`config.mk`:
```
export PLATFORM = sky130hd
export DESIGN_NAME = adc_peak_monitor_top
export DESIGN_NICKNAME = d
export VERILOG_FILES = /design/src/hw/adc_pkg.sv /design/src/hw/uart_pkg.sv /design/src/hw/adc_spi_rx.sv /design/src/hw/peak_cache.sv /design/src/hw/uart_rx.sv /design/src/hw/uart_tx.sv /design/src/hw/peak_monitor_ctrl.sv /design/src/hw/adc_peak_monitor_top.sv
export SDC_FILE = /design/constraint.sdc
export NUM_CORES = 1
export LEC_CHECK = 0
export ABC_AREA = 1
export ABC_CLOCK_PERIOD_IN_PS = 3200
export BUFFER_PORTS_ARGS = -buffer_cell sky130_fd_sc_hd__buf_2
export CAP_MARGIN = 20
export CORE_AREA = 5 5 116 118
export DETAILED_ROUTE_END_ITERATION = 7
export DIE_AREA = 0 0 121 123
export PLACE_DENSITY = 0.84
export SLEW_MARGIN = 20
export SYNTH_ARGS = -nofsm -noshare
export SYNTH_HDL_FRONTEND = slang
export SYNTH_SLANG_ARGS = --single-unit
```
`constraint.sdc`:
```
create_clock -name clk -period 3.2 [get_ports clk]
set_input_delay 0.48 -clock clk [delete_from_list [all_inputs] [get_ports clk]]
set_output_delay 0.48 -clock clk [all_outputs]
set_load 0.1 [all_outputs]
```
`src/hw/adc_pkg.sv`:
```
`default_nettype none

package adc_pkg;

    localparam int num_ch = 4;
    localparam int sample_w = 10;
    localparam int ch_sel_w = 2;

    // spi timing, in clk and sclk periods.
    localparam int sclk_div = 4;
    localparam int cs_idle_bits = 2;

    localparam int sclk_div_w = $clog2(sclk_div);
    localparam int conv_bits = sample_w + cs_idle_bits;
    localparam int conv_w = $clog2(conv_bits);

endpackage

`default_nettype wire

```
`src/hw/uart_pkg.sv`:
```
`default_nettype none

package uart_pkg;

    localparam int clks_per_bit = 16;
    localparam int clk_cnt_w = $clog2(clks_per_bit);
    // start, eight data bits, stop.
    localparam int uart_bits = 10;
    localparam int uart_bits_w = $clog2(uart_bits);

    // channel number goes in the low two bits.
    localparam logic [7:0] op_read = 8'h10;
    localparam logic [7:0] op_clear = 8'h20;
    localparam logic [7:0] reply_ok = 8'hA5;
    localparam logic [7:0] reply_bad = 8'hEE;

endpackage

`default_nettype wire

```
`src/hw/adc_spi_rx.sv`:
```
`timescale 1ns/10ps
`default_nettype none

module adc_spi_rx
    import adc_pkg::*;
(
    input  wire                         clk,
    input  wire                         reset_b,
    input  wire  [num_ch-1:0]           miso,
    output logic                        sclk,
    output logic                        cs_n,
    output logic                        sample_valid,
    output logic [num_ch*sample_w-1:0]  samples
);

    logic [sclk_div_w-1:0] div_cnt;
    logic [conv_w-1:0]     bit_cnt;
    logic [conv_w-1:0]     bit_nxt;
    logic                  period_end;
    logic                  rise;
    logic [sample_w-1:0]   shift_q [num_ch];

    assign period_end = (div_cnt == sclk_div_w'(sclk_div - 1));
    assign rise = (div_cnt == sclk_div_w'(sclk_div / 2 - 1));
    assign bit_nxt = (bit_cnt == conv_w'(conv_bits - 1)) ? '0 : bit_cnt + 1'b1;

    always_ff @(posedge clk or negedge reset_b) begin
        if (!reset_b) begin
            div_cnt <= '0;
            bit_cnt <= conv_w'(conv_bits - 1);
            sclk <= 1'b1;
            cs_n <= 1'b1;
            sample_valid <= 1'b0;
        end else begin
            sample_valid <= 1'b0;
            div_cnt <= period_end ? '0 : div_cnt + 1'b1;
            if (period_end) begin
                bit_cnt <= bit_nxt;
                // each conversion bit opens with a falling sclk.
                cs_n <= (bit_nxt >= conv_w'(sample_w));
                sclk <= (bit_nxt >= conv_w'(sample_w));
            end else if (rise) begin
                sclk <= 1'b1;
                if (!cs_n && bit_cnt == conv_w'(sample_w - 1)) begin
                    sample_valid <= 1'b1;
                end
            end
        end
    end

    // all lanes sampled together, msb first.
    always_ff @(posedge clk) begin
        if (rise && !cs_n) begin
            for (int c = 0; c < num_ch; c++) begin
                shift_q[c] <= {shift_q[c][sample_w-2:0], miso[c]};
            end
        end
    end

    // holds the finished word until the next conversion starts.
    always_comb begin
        for (int c = 0; c < num_ch; c++) begin
            samples[c*sample_w +: sample_w] = shift_q[c];
        end
    end

endmodule

`default_nettype wire

```
`src/hw/peak_cache.sv`:
```
`timescale 1ns/10ps
`default_nettype none

module peak_cache
    import adc_pkg::*;
(
    input  wire                         clk,
    input  wire                         reset_b,
    input  wire                         sample_valid,
    input  wire  [num_ch*sample_w-1:0]  samples,
    input  wire                         clear_en,
    input  wire  [ch_sel_w-1:0]         clear_sel,
    input  wire  [ch_sel_w-1:0]         peak_sel,
    output logic [sample_w-1:0]         peak
);

    logic [sample_w-1:0] peak_q [num_ch];

    always_ff @(posedge clk or negedge reset_b) begin
        if (!reset_b) begin
            for (int c = 0; c < num_ch; c++) begin
                peak_q[c] <= '0;
            end
        end else begin
            for (int c = 0; c < num_ch; c++) begin
                // clear beats a same-cycle update.
                if (clear_en && clear_sel == ch_sel_w'(c)) begin
                    peak_q[c] <= '0;
                end else if (sample_valid &&
                             samples[c*sample_w +: sample_w] > peak_q[c]) begin
                    peak_q[c] <= samples[c*sample_w +: sample_w];
                end
            end
        end
    end

    assign peak = peak_q[peak_sel];

endmodule

`default_nettype wire

```
`src/hw/uart_rx.sv`:
```
`timescale 1ns/10ps
`default_nettype none

module uart_rx
    import uart_pkg::*;
(
    input  wire         clk,
    input  wire         reset_b,
    input  wire         rx,
    output logic [7:0]  rx_data,
    output logic        rx_valid
);

    typedef enum logic [1:0] {st_idle, st_start, st_bits, st_stop} rx_state_t;

    rx_state_t            state;
    logic                 rx_meta;
    logic                 rx_s;
    logic [clk_cnt_w-1:0] cnt;
    logic [2:0]           bit_idx;
    logic [7:0]           shift_q;
    logic                 bit_end;

    assign bit_end = (cnt == clk_cnt_w'(clks_per_bit - 1));

    always_ff @(posedge clk or negedge reset_b) begin
        if (!reset_b) begin
            rx_meta <= 1'b1;
            rx_s <= 1'b1;
        end else begin
            rx_meta <= rx;
            rx_s <= rx_meta;
        end
    end

    always_ff @(posedge clk or negedge reset_b) begin
        if (!reset_b) begin
            state <= st_idle;
            cnt <= '0;
            bit_idx <= '0;
            rx_valid <= 1'b0;
        end else begin
            rx_valid <= 1'b0;
            cnt <= cnt + 1'b1;
            case (state)
                st_idle: begin
                    cnt <= '0;
                    if (!rx_s) state <= st_start;
                end
                st_start: begin
                    // half a bit in, so later samples land mid-bit.
                    if (cnt == clk_cnt_w'(clks_per_bit / 2 - 1)) begin
                        cnt <= '0;
                        bit_idx <= '0;
                        state <= rx_s ? st_idle : st_bits;
                    end
                end
                st_bits: begin
                    if (bit_end) begin
                        cnt <= '0;
                        bit_idx <= bit_idx + 1'b1;
                        if (bit_idx == 3'd7) state <= st_stop;
                    end
                end
                st_stop: begin
                    if (bit_end) begin
                        // framing error drops the byte.
                        rx_valid <= rx_s;
                        state <= st_idle;
                    end
                end
                default: state <= st_idle;
            endcase
        end
    end

    // lsb arrives first.
    always_ff @(posedge clk) begin
        if (state == st_bits && bit_end) begin
            shift_q <= {rx_s, shift_q[7:1]};
        end
    end

    assign rx_data = shift_q;

endmodule

`default_nettype wire

```
`src/hw/uart_tx.sv`:
```
`timescale 1ns/10ps
`default_nettype none

module uart_tx
    import uart_pkg::*;
(
    input  wire         clk,
    input  wire         reset_b,
    input  wire         tx_req,
    input  wire  [7:0]  tx_data,
    output logic        tx_ack,
    output logic        tx
);

    typedef enum logic [1:0] {st_idle, st_send, st_ack} tx_state_t;

    tx_state_t              state;
    logic [clk_cnt_w-1:0]   cnt;
    logic [uart_bits_w-1:0] bit_cnt;
    logic [8:0]             frame_q;
    logic                   bit_end;

    assign bit_end = (cnt == clk_cnt_w'(clks_per_bit - 1));

    always_ff @(posedge clk or negedge reset_b) begin
        if (!reset_b) begin
            state <= st_idle;
            cnt <= '0;
            bit_cnt <= '0;
            tx <= 1'b1;
            tx_ack <= 1'b0;
        end else begin
            case (state)
                st_idle: begin
                    // req is low on entry, so a high level is a new request.
                    if (tx_req) begin
                        tx <= 1'b0;
                        cnt <= '0;
                        bit_cnt <= '0;
                        state <= st_send;
                    end
                end
                st_send: begin
                    cnt <= bit_end ? '0 : cnt + 1'b1;
                    if (bit_end) begin
                        if (bit_cnt == uart_bits_w'(uart_bits - 1)) begin
                            tx_ack <= 1'b1;
                            state <= st_ack;
                        end else begin
                            tx <= frame_q[0];
                            bit_cnt <= bit_cnt + 1'b1;
                        end
                    end
                end
                st_ack: begin
                    if (!tx_req) begin
                        tx_ack <= 1'b0;
                        state <= st_idle;
                    end
                end
                default: state <= st_idle;
            endcase
        end
    end

    // data bits then stop; ones shift in behind.
    always_ff @(posedge clk) begin
        if (state == st_idle && tx_req) begin
            frame_q <= {1'b1, tx_data};
        end else if (state == st_send && bit_end) begin
            frame_q <= {1'b1, frame_q[8:1]};
        end
    end

endmodule

`default_nettype wire

```
`src/hw/peak_monitor_ctrl.sv`:
```
`timescale 1ns/10ps
`default_nettype none

module peak_monitor_ctrl
    import adc_pkg::*;
    import uart_pkg::*;
(
    input  wire                  clk,
    input  wire                  reset_b,
    input  wire  [7:0]           rx_data,
    input  wire                  rx_valid,
    input  wire  [sample_w-1:0]  peak,
    output logic [ch_sel_w-1:0]  peak_sel,
    output logic                 clear_en,
    output logic [ch_sel_w-1:0]  clear_sel,
    output logic                 tx_req,
    output logic [7:0]           tx_data,
    input  wire                  tx_ack
);

    typedef enum logic [1:0] {st_idle, st_req, st_wait_ack, st_wait_low} ctrl_state_t;

    ctrl_state_t state;
    logic [7:0]  reply;
    logic        is_clear;

    assign peak_sel = rx_data[ch_sel_w-1:0];

    always_comb begin
        is_clear = 1'b0;
        if (rx_data[7:2] == op_read[7:2]) begin
            reply = peak[sample_w-1 -: 8];
        end else if (rx_data[7:2] == op_clear[7:2]) begin
            reply = reply_ok;
            is_clear = 1'b1;
        end else begin
            reply = reply_bad;
        end
    end

    always_ff @(posedge clk or negedge reset_b) begin
        if (!reset_b) begin
            state <= st_idle;
            clear_en <= 1'b0;
            tx_req <= 1'b0;
        end else begin
            clear_en <= 1'b0;
            case (state)
                // bytes arriving outside idle are lost.
                st_idle: begin
                    if (rx_valid) begin
                        clear_en <= is_clear;
                        state <= st_req;
                    end
                end
                st_req: begin
                    tx_req <= 1'b1;
                    state <= st_wait_ack;
                end
                st_wait_ack: begin
                    if (tx_ack) begin
                        tx_req <= 1'b0;
                        state <= st_wait_low;
                    end
                end
                st_wait_low: begin
                    if (!tx_ack) state <= st_idle;
                end
                default: state <= st_idle;
            endcase
        end
    end

    always_ff @(posedge clk) begin
        if (state == st_idle && rx_valid) begin
            tx_data <= reply;
            clear_sel <= rx_data[ch_sel_w-1:0];
        end
    end

endmodule

`default_nettype wire

```
`src/hw/adc_peak_monitor_top.sv`:
```
`timescale 1ns/10ps
`default_nettype none

module adc_peak_monitor_top
    import adc_pkg::*;
(
    input  wire               clk,
    input  wire               reset_b,
    input  wire  [num_ch-1:0] miso,
    output logic              sclk,
    output logic              cs_n,
    input  wire               rx,
    output logic              tx
);

    logic                       sample_valid;
    logic [num_ch*sample_w-1:0] samples;
    logic                       clear_en;
    logic [ch_sel_w-1:0]        clear_sel;
    logic [ch_sel_w-1:0]        peak_sel;
    logic [sample_w-1:0]        peak;
    logic [7:0]                 rx_data;
    logic                       rx_valid;
    logic                       tx_req;
    logic [7:0]                 tx_data;
    logic                       tx_ack;

    adc_spi_rx u_adc_spi_rx (
        .clk          (clk),
        .reset_b      (reset_b),
        .miso         (miso),
        .sclk         (sclk),
        .cs_n         (cs_n),
        .sample_valid (sample_valid),
        .samples      (samples)
    );

    peak_cache u_peak_cache (
        .clk          (clk),
        .reset_b      (reset_b),
        .sample_valid (sample_valid),
        .samples      (samples),
        .clear_en     (clear_en),
        .clear_sel    (clear_sel),
        .peak_sel     (peak_sel),
        .peak         (peak)
    );

    uart_rx u_uart_rx (
        .clk      (clk),
        .reset_b  (reset_b),
        .rx       (rx),
        .rx_data  (rx_data),
        .rx_valid (rx_valid)
    );

    uart_tx u_uart_tx (
        .clk     (clk),
        .reset_b (reset_b),
        .tx_req  (tx_req),
        .tx_data (tx_data),
        .tx_ack  (tx_ack),
        .tx      (tx)
    );

    peak_monitor_ctrl u_ctrl (
        .clk       (clk),
        .reset_b   (reset_b),
        .rx_data   (rx_data),
        .rx_valid  (rx_valid),
        .peak      (peak),
        .peak_sel  (peak_sel),
        .clear_en  (clear_en),
        .clear_sel (clear_sel),
        .tx_req    (tx_req),
        .tx_data   (tx_data),
        .tx_ack    (tx_ack)
    );

endmodule

`default_nettype wire

```
==> metrics <==
Crit-path slowest cell edfxtp_1; worst hold slack 89.2 ps; most frequent cells in the layout nand2_1 (175), inv_1 (110), dfrtp_1 (69); CP Cell Sequence ha_1 -> nand2_1 -> nor2_2 -> nand3b_1 -> nand2_1 -> inv_1 -> nand2_2 -> nand3_1 -> nand2_1; CTS Hold Bufs 0; Fin. Hold Viols 0; CP Capture Type register; Final Wtd Congestion 0.822; first-pass GRT wire length roughly 23,000 um; vias in the first global route 4,973; Post-CTS Setup Inserts 0; fmax roughly 500 MHz; Syn Nets 824; FFs w/ async S/R, synth between 50% and 60%; Via density 5.38; CP dominant cell by count nand2_1; P per Cell Area 602 nW/um^2; net switching power between 0.001 and 0.0015 W; final setup fails 0; clk_skew 9.82 ps; WP data arrival 2270 ps; VDD IR-drop max 0.000477 V; Least-Margin Pin Slew 770 ps; CTS root buffer clkbuf_16; site row count 41; Post-Syn Instances 756; sequential area share after synthesis about 54%; Combinational Power Share 14.5%; share of cells above drive strength 1 9.16%; Vias 5,099; RSZ-0062 raised after global routing false; Routed WL about 14,000 um; Die ar. 14,900 sq um; total negative setup slack 0 ps; part of the cycle the worst path needs approximately three fifths; synth unique cells 34; NumNets Final 830; worst skew pair latency between 400 and 500 ps; cell-internal power 0.00346 W; Post-synth EDFFs 66; max-cap violation count 0; routed len/inst 14.7 um; post-synthesis register bit count 143; Starting Density 58.6%; P_leak 3.81 nW; gr usage total 20.1%; Post-CTS Resized 0; core area approximately 12,000 sq um; most common flop cell mapped by yosys dfrtp_1; CTS Buf Count 17; synthesized area between 7000 and 8000 sq um; die width 121 um; Worst slew margin 48.5%; Max clock buf depth 2; status finished, final reports clean; IO Port Bufs 9; TritonCTS clock tree built; drt first pass iters 5; Max FO, Critical Path 11; minimum clock period around 2000 ps; largest net degree at the start of global routing 78; commonest non-fill, non-tap cell in the layout nand2_1; H-tree depth 4; Worst Setup Start Kind register; CP required between 3000 and 4000 ps; # IOs 10; Ant. Diodes 0; Initial DRC Count about 340; Hold/Removal Path Class in2async; post-DP HPWL 9090 um; Total Power between 0.004 and 0.005 W; clock sink count approximately 140; Area growth syn-to-layout 9.72%; Pins Over Slew Limit 0; power share of the clock group 39.4%; DR DRC count 0; crit path kind reg2reg; CTS clk-pin slew, worst paths 60 ps; CP max stage delay around 420 ps; switching share of power 27.7%; grt ovf 0; synth warn 0; die height roughly 120 um; remaining antenna violation count 0; Reg power frac 46.0%; Avg Inst Size Synth 9.59 sq um; initial antenna violation count 0
sequential cells by signal, summed over array words and instances, names as in the netlist, 3 cells and up, named ones only:
| register | count |
|---|---|
| u_adc_spi_rx.bit_cnt | 4 |
| u_adc_spi_rx.shift_q | 40 |
| u_ctrl.tx_data | 8 |
| u_peak_cache.peak_q | 40 |
| u_uart_rx.bit_idx | 3 |
| u_uart_rx.cnt | 4 |
| u_uart_rx.rx_data | 8 |
| u_uart_tx.bit_cnt | 4 |
| u_uart_tx.cnt | 4 |
| u_uart_tx.frame_q | 8 |
worst max-delay path: cells and delay by family (launching register included):
kind	cells	cell delay, ps
adder cells (fa/ha/maj)	1	320
buffers and inverters	1	320
flip-flops	1	420
AND/OR/NAND/NOR	7	780
worst paths after layout:
kind,cells past startpoint,slack [ps],end,from
setup / recovery,9,1220,u_peak_cache.peak_q[30],u_adc_spi_rx.shift_q[0][9]
hold / removal,1,90,u_ctrl.clear_en,reset_b
setup reg to reg,9,1220,u_peak_cache.peak_q[30],u_adc_spi_rx.shift_q[0][9]
hold reg to reg,0,360,u_uart_rx.rx_s,u_uart_rx.rx_meta
max in group asynchronous,1,2600,u_peak_cache.peak_q[7],reset_b
min in group clk,1,150,u_uart_rx.rx_meta,rx
synth_stat cells, types with 7 or more instances:
library cell | instances | area share [%]
nand2_2 | 7 | 0.60
dfrtp_1 | 69 | 24
inv_1 | 110 | 5.7
clkbuf_1 | 10 | 0.52
nor2_1 | 23 | 1.2
dfstp_2 | 8 | 2.9
o21ai_0 | 37 | 2.6
nand4_1 | 42 | 3.6
a21oi_1 | 27 | 1.9
edfxtp_1 | 66 | 27
nand3_1 | 67 | 4.6
ha_1 | 61 | 11
nand2_1 | 175 | 9.1
layout make-up:
cell class | instances | area, sq um
Clock buffer | 20 | 437
Clock inverter | 12 | 120
Fill cell | 929 | 4410
Inverter | 112 | 423
Multi-Input combinational cell | 478 | 2780
Sequential cell | 143 | 3920
Tap cell | 172 | 215
Timing Repair Buffer | 10 | 58.8
power groups by stage:
stage	clock network (W)	registers [W]	logic [W]
2_1_floorplan	0	0.00224	0.000550
3_3_place_gp	0	0.00223	0.000676
3_5_place_dp	0	0.00223	0.000698
4_1_cts	0.00191	0.00220	0.000706
5_1_grt	0.00200	0.00222	0.000808
6_report	0.00189	0.00220	0.000695
logic make-up (layout without fill, tap and decap cells):
logic type                 Yosys count  after routing  synth area share, %
AOI/OAI and AO/OA                   73             73                 5.46
xor gates and xnor gates             5              5                0.604
adders and majority gates           61             61                 10.5
buffers and inverters              135            154                 7.68
DFF                                143            143                 54.1
and+or+nand+nor                    339            339                 21.7
stage by stage:
step                instances  cell area, sq um  util (%)  setup slack (ps)
floorplan                 756              7250         -               432
detailed placement        915              7390      59.8              1300
finish                    947              7950      64.3              1220
global route              947              7950      64.3              1090
CTS                       947              7950      64.3              1260
global placement          915              7390      59.8              1350
layer usage:
layer | global-route usage (%) | part of all wire [%] | vias up
li1 | - | - | 2541
met1 | 25.6 | 44 | 2391
met2 | 33.0 | 49 | 142
met3 | 5.67 | 5.3 | 25
met4 | 7.79 | 2.1 | 0
met5 | 0 | 0 | -
(Power assumes the default switching activity.)
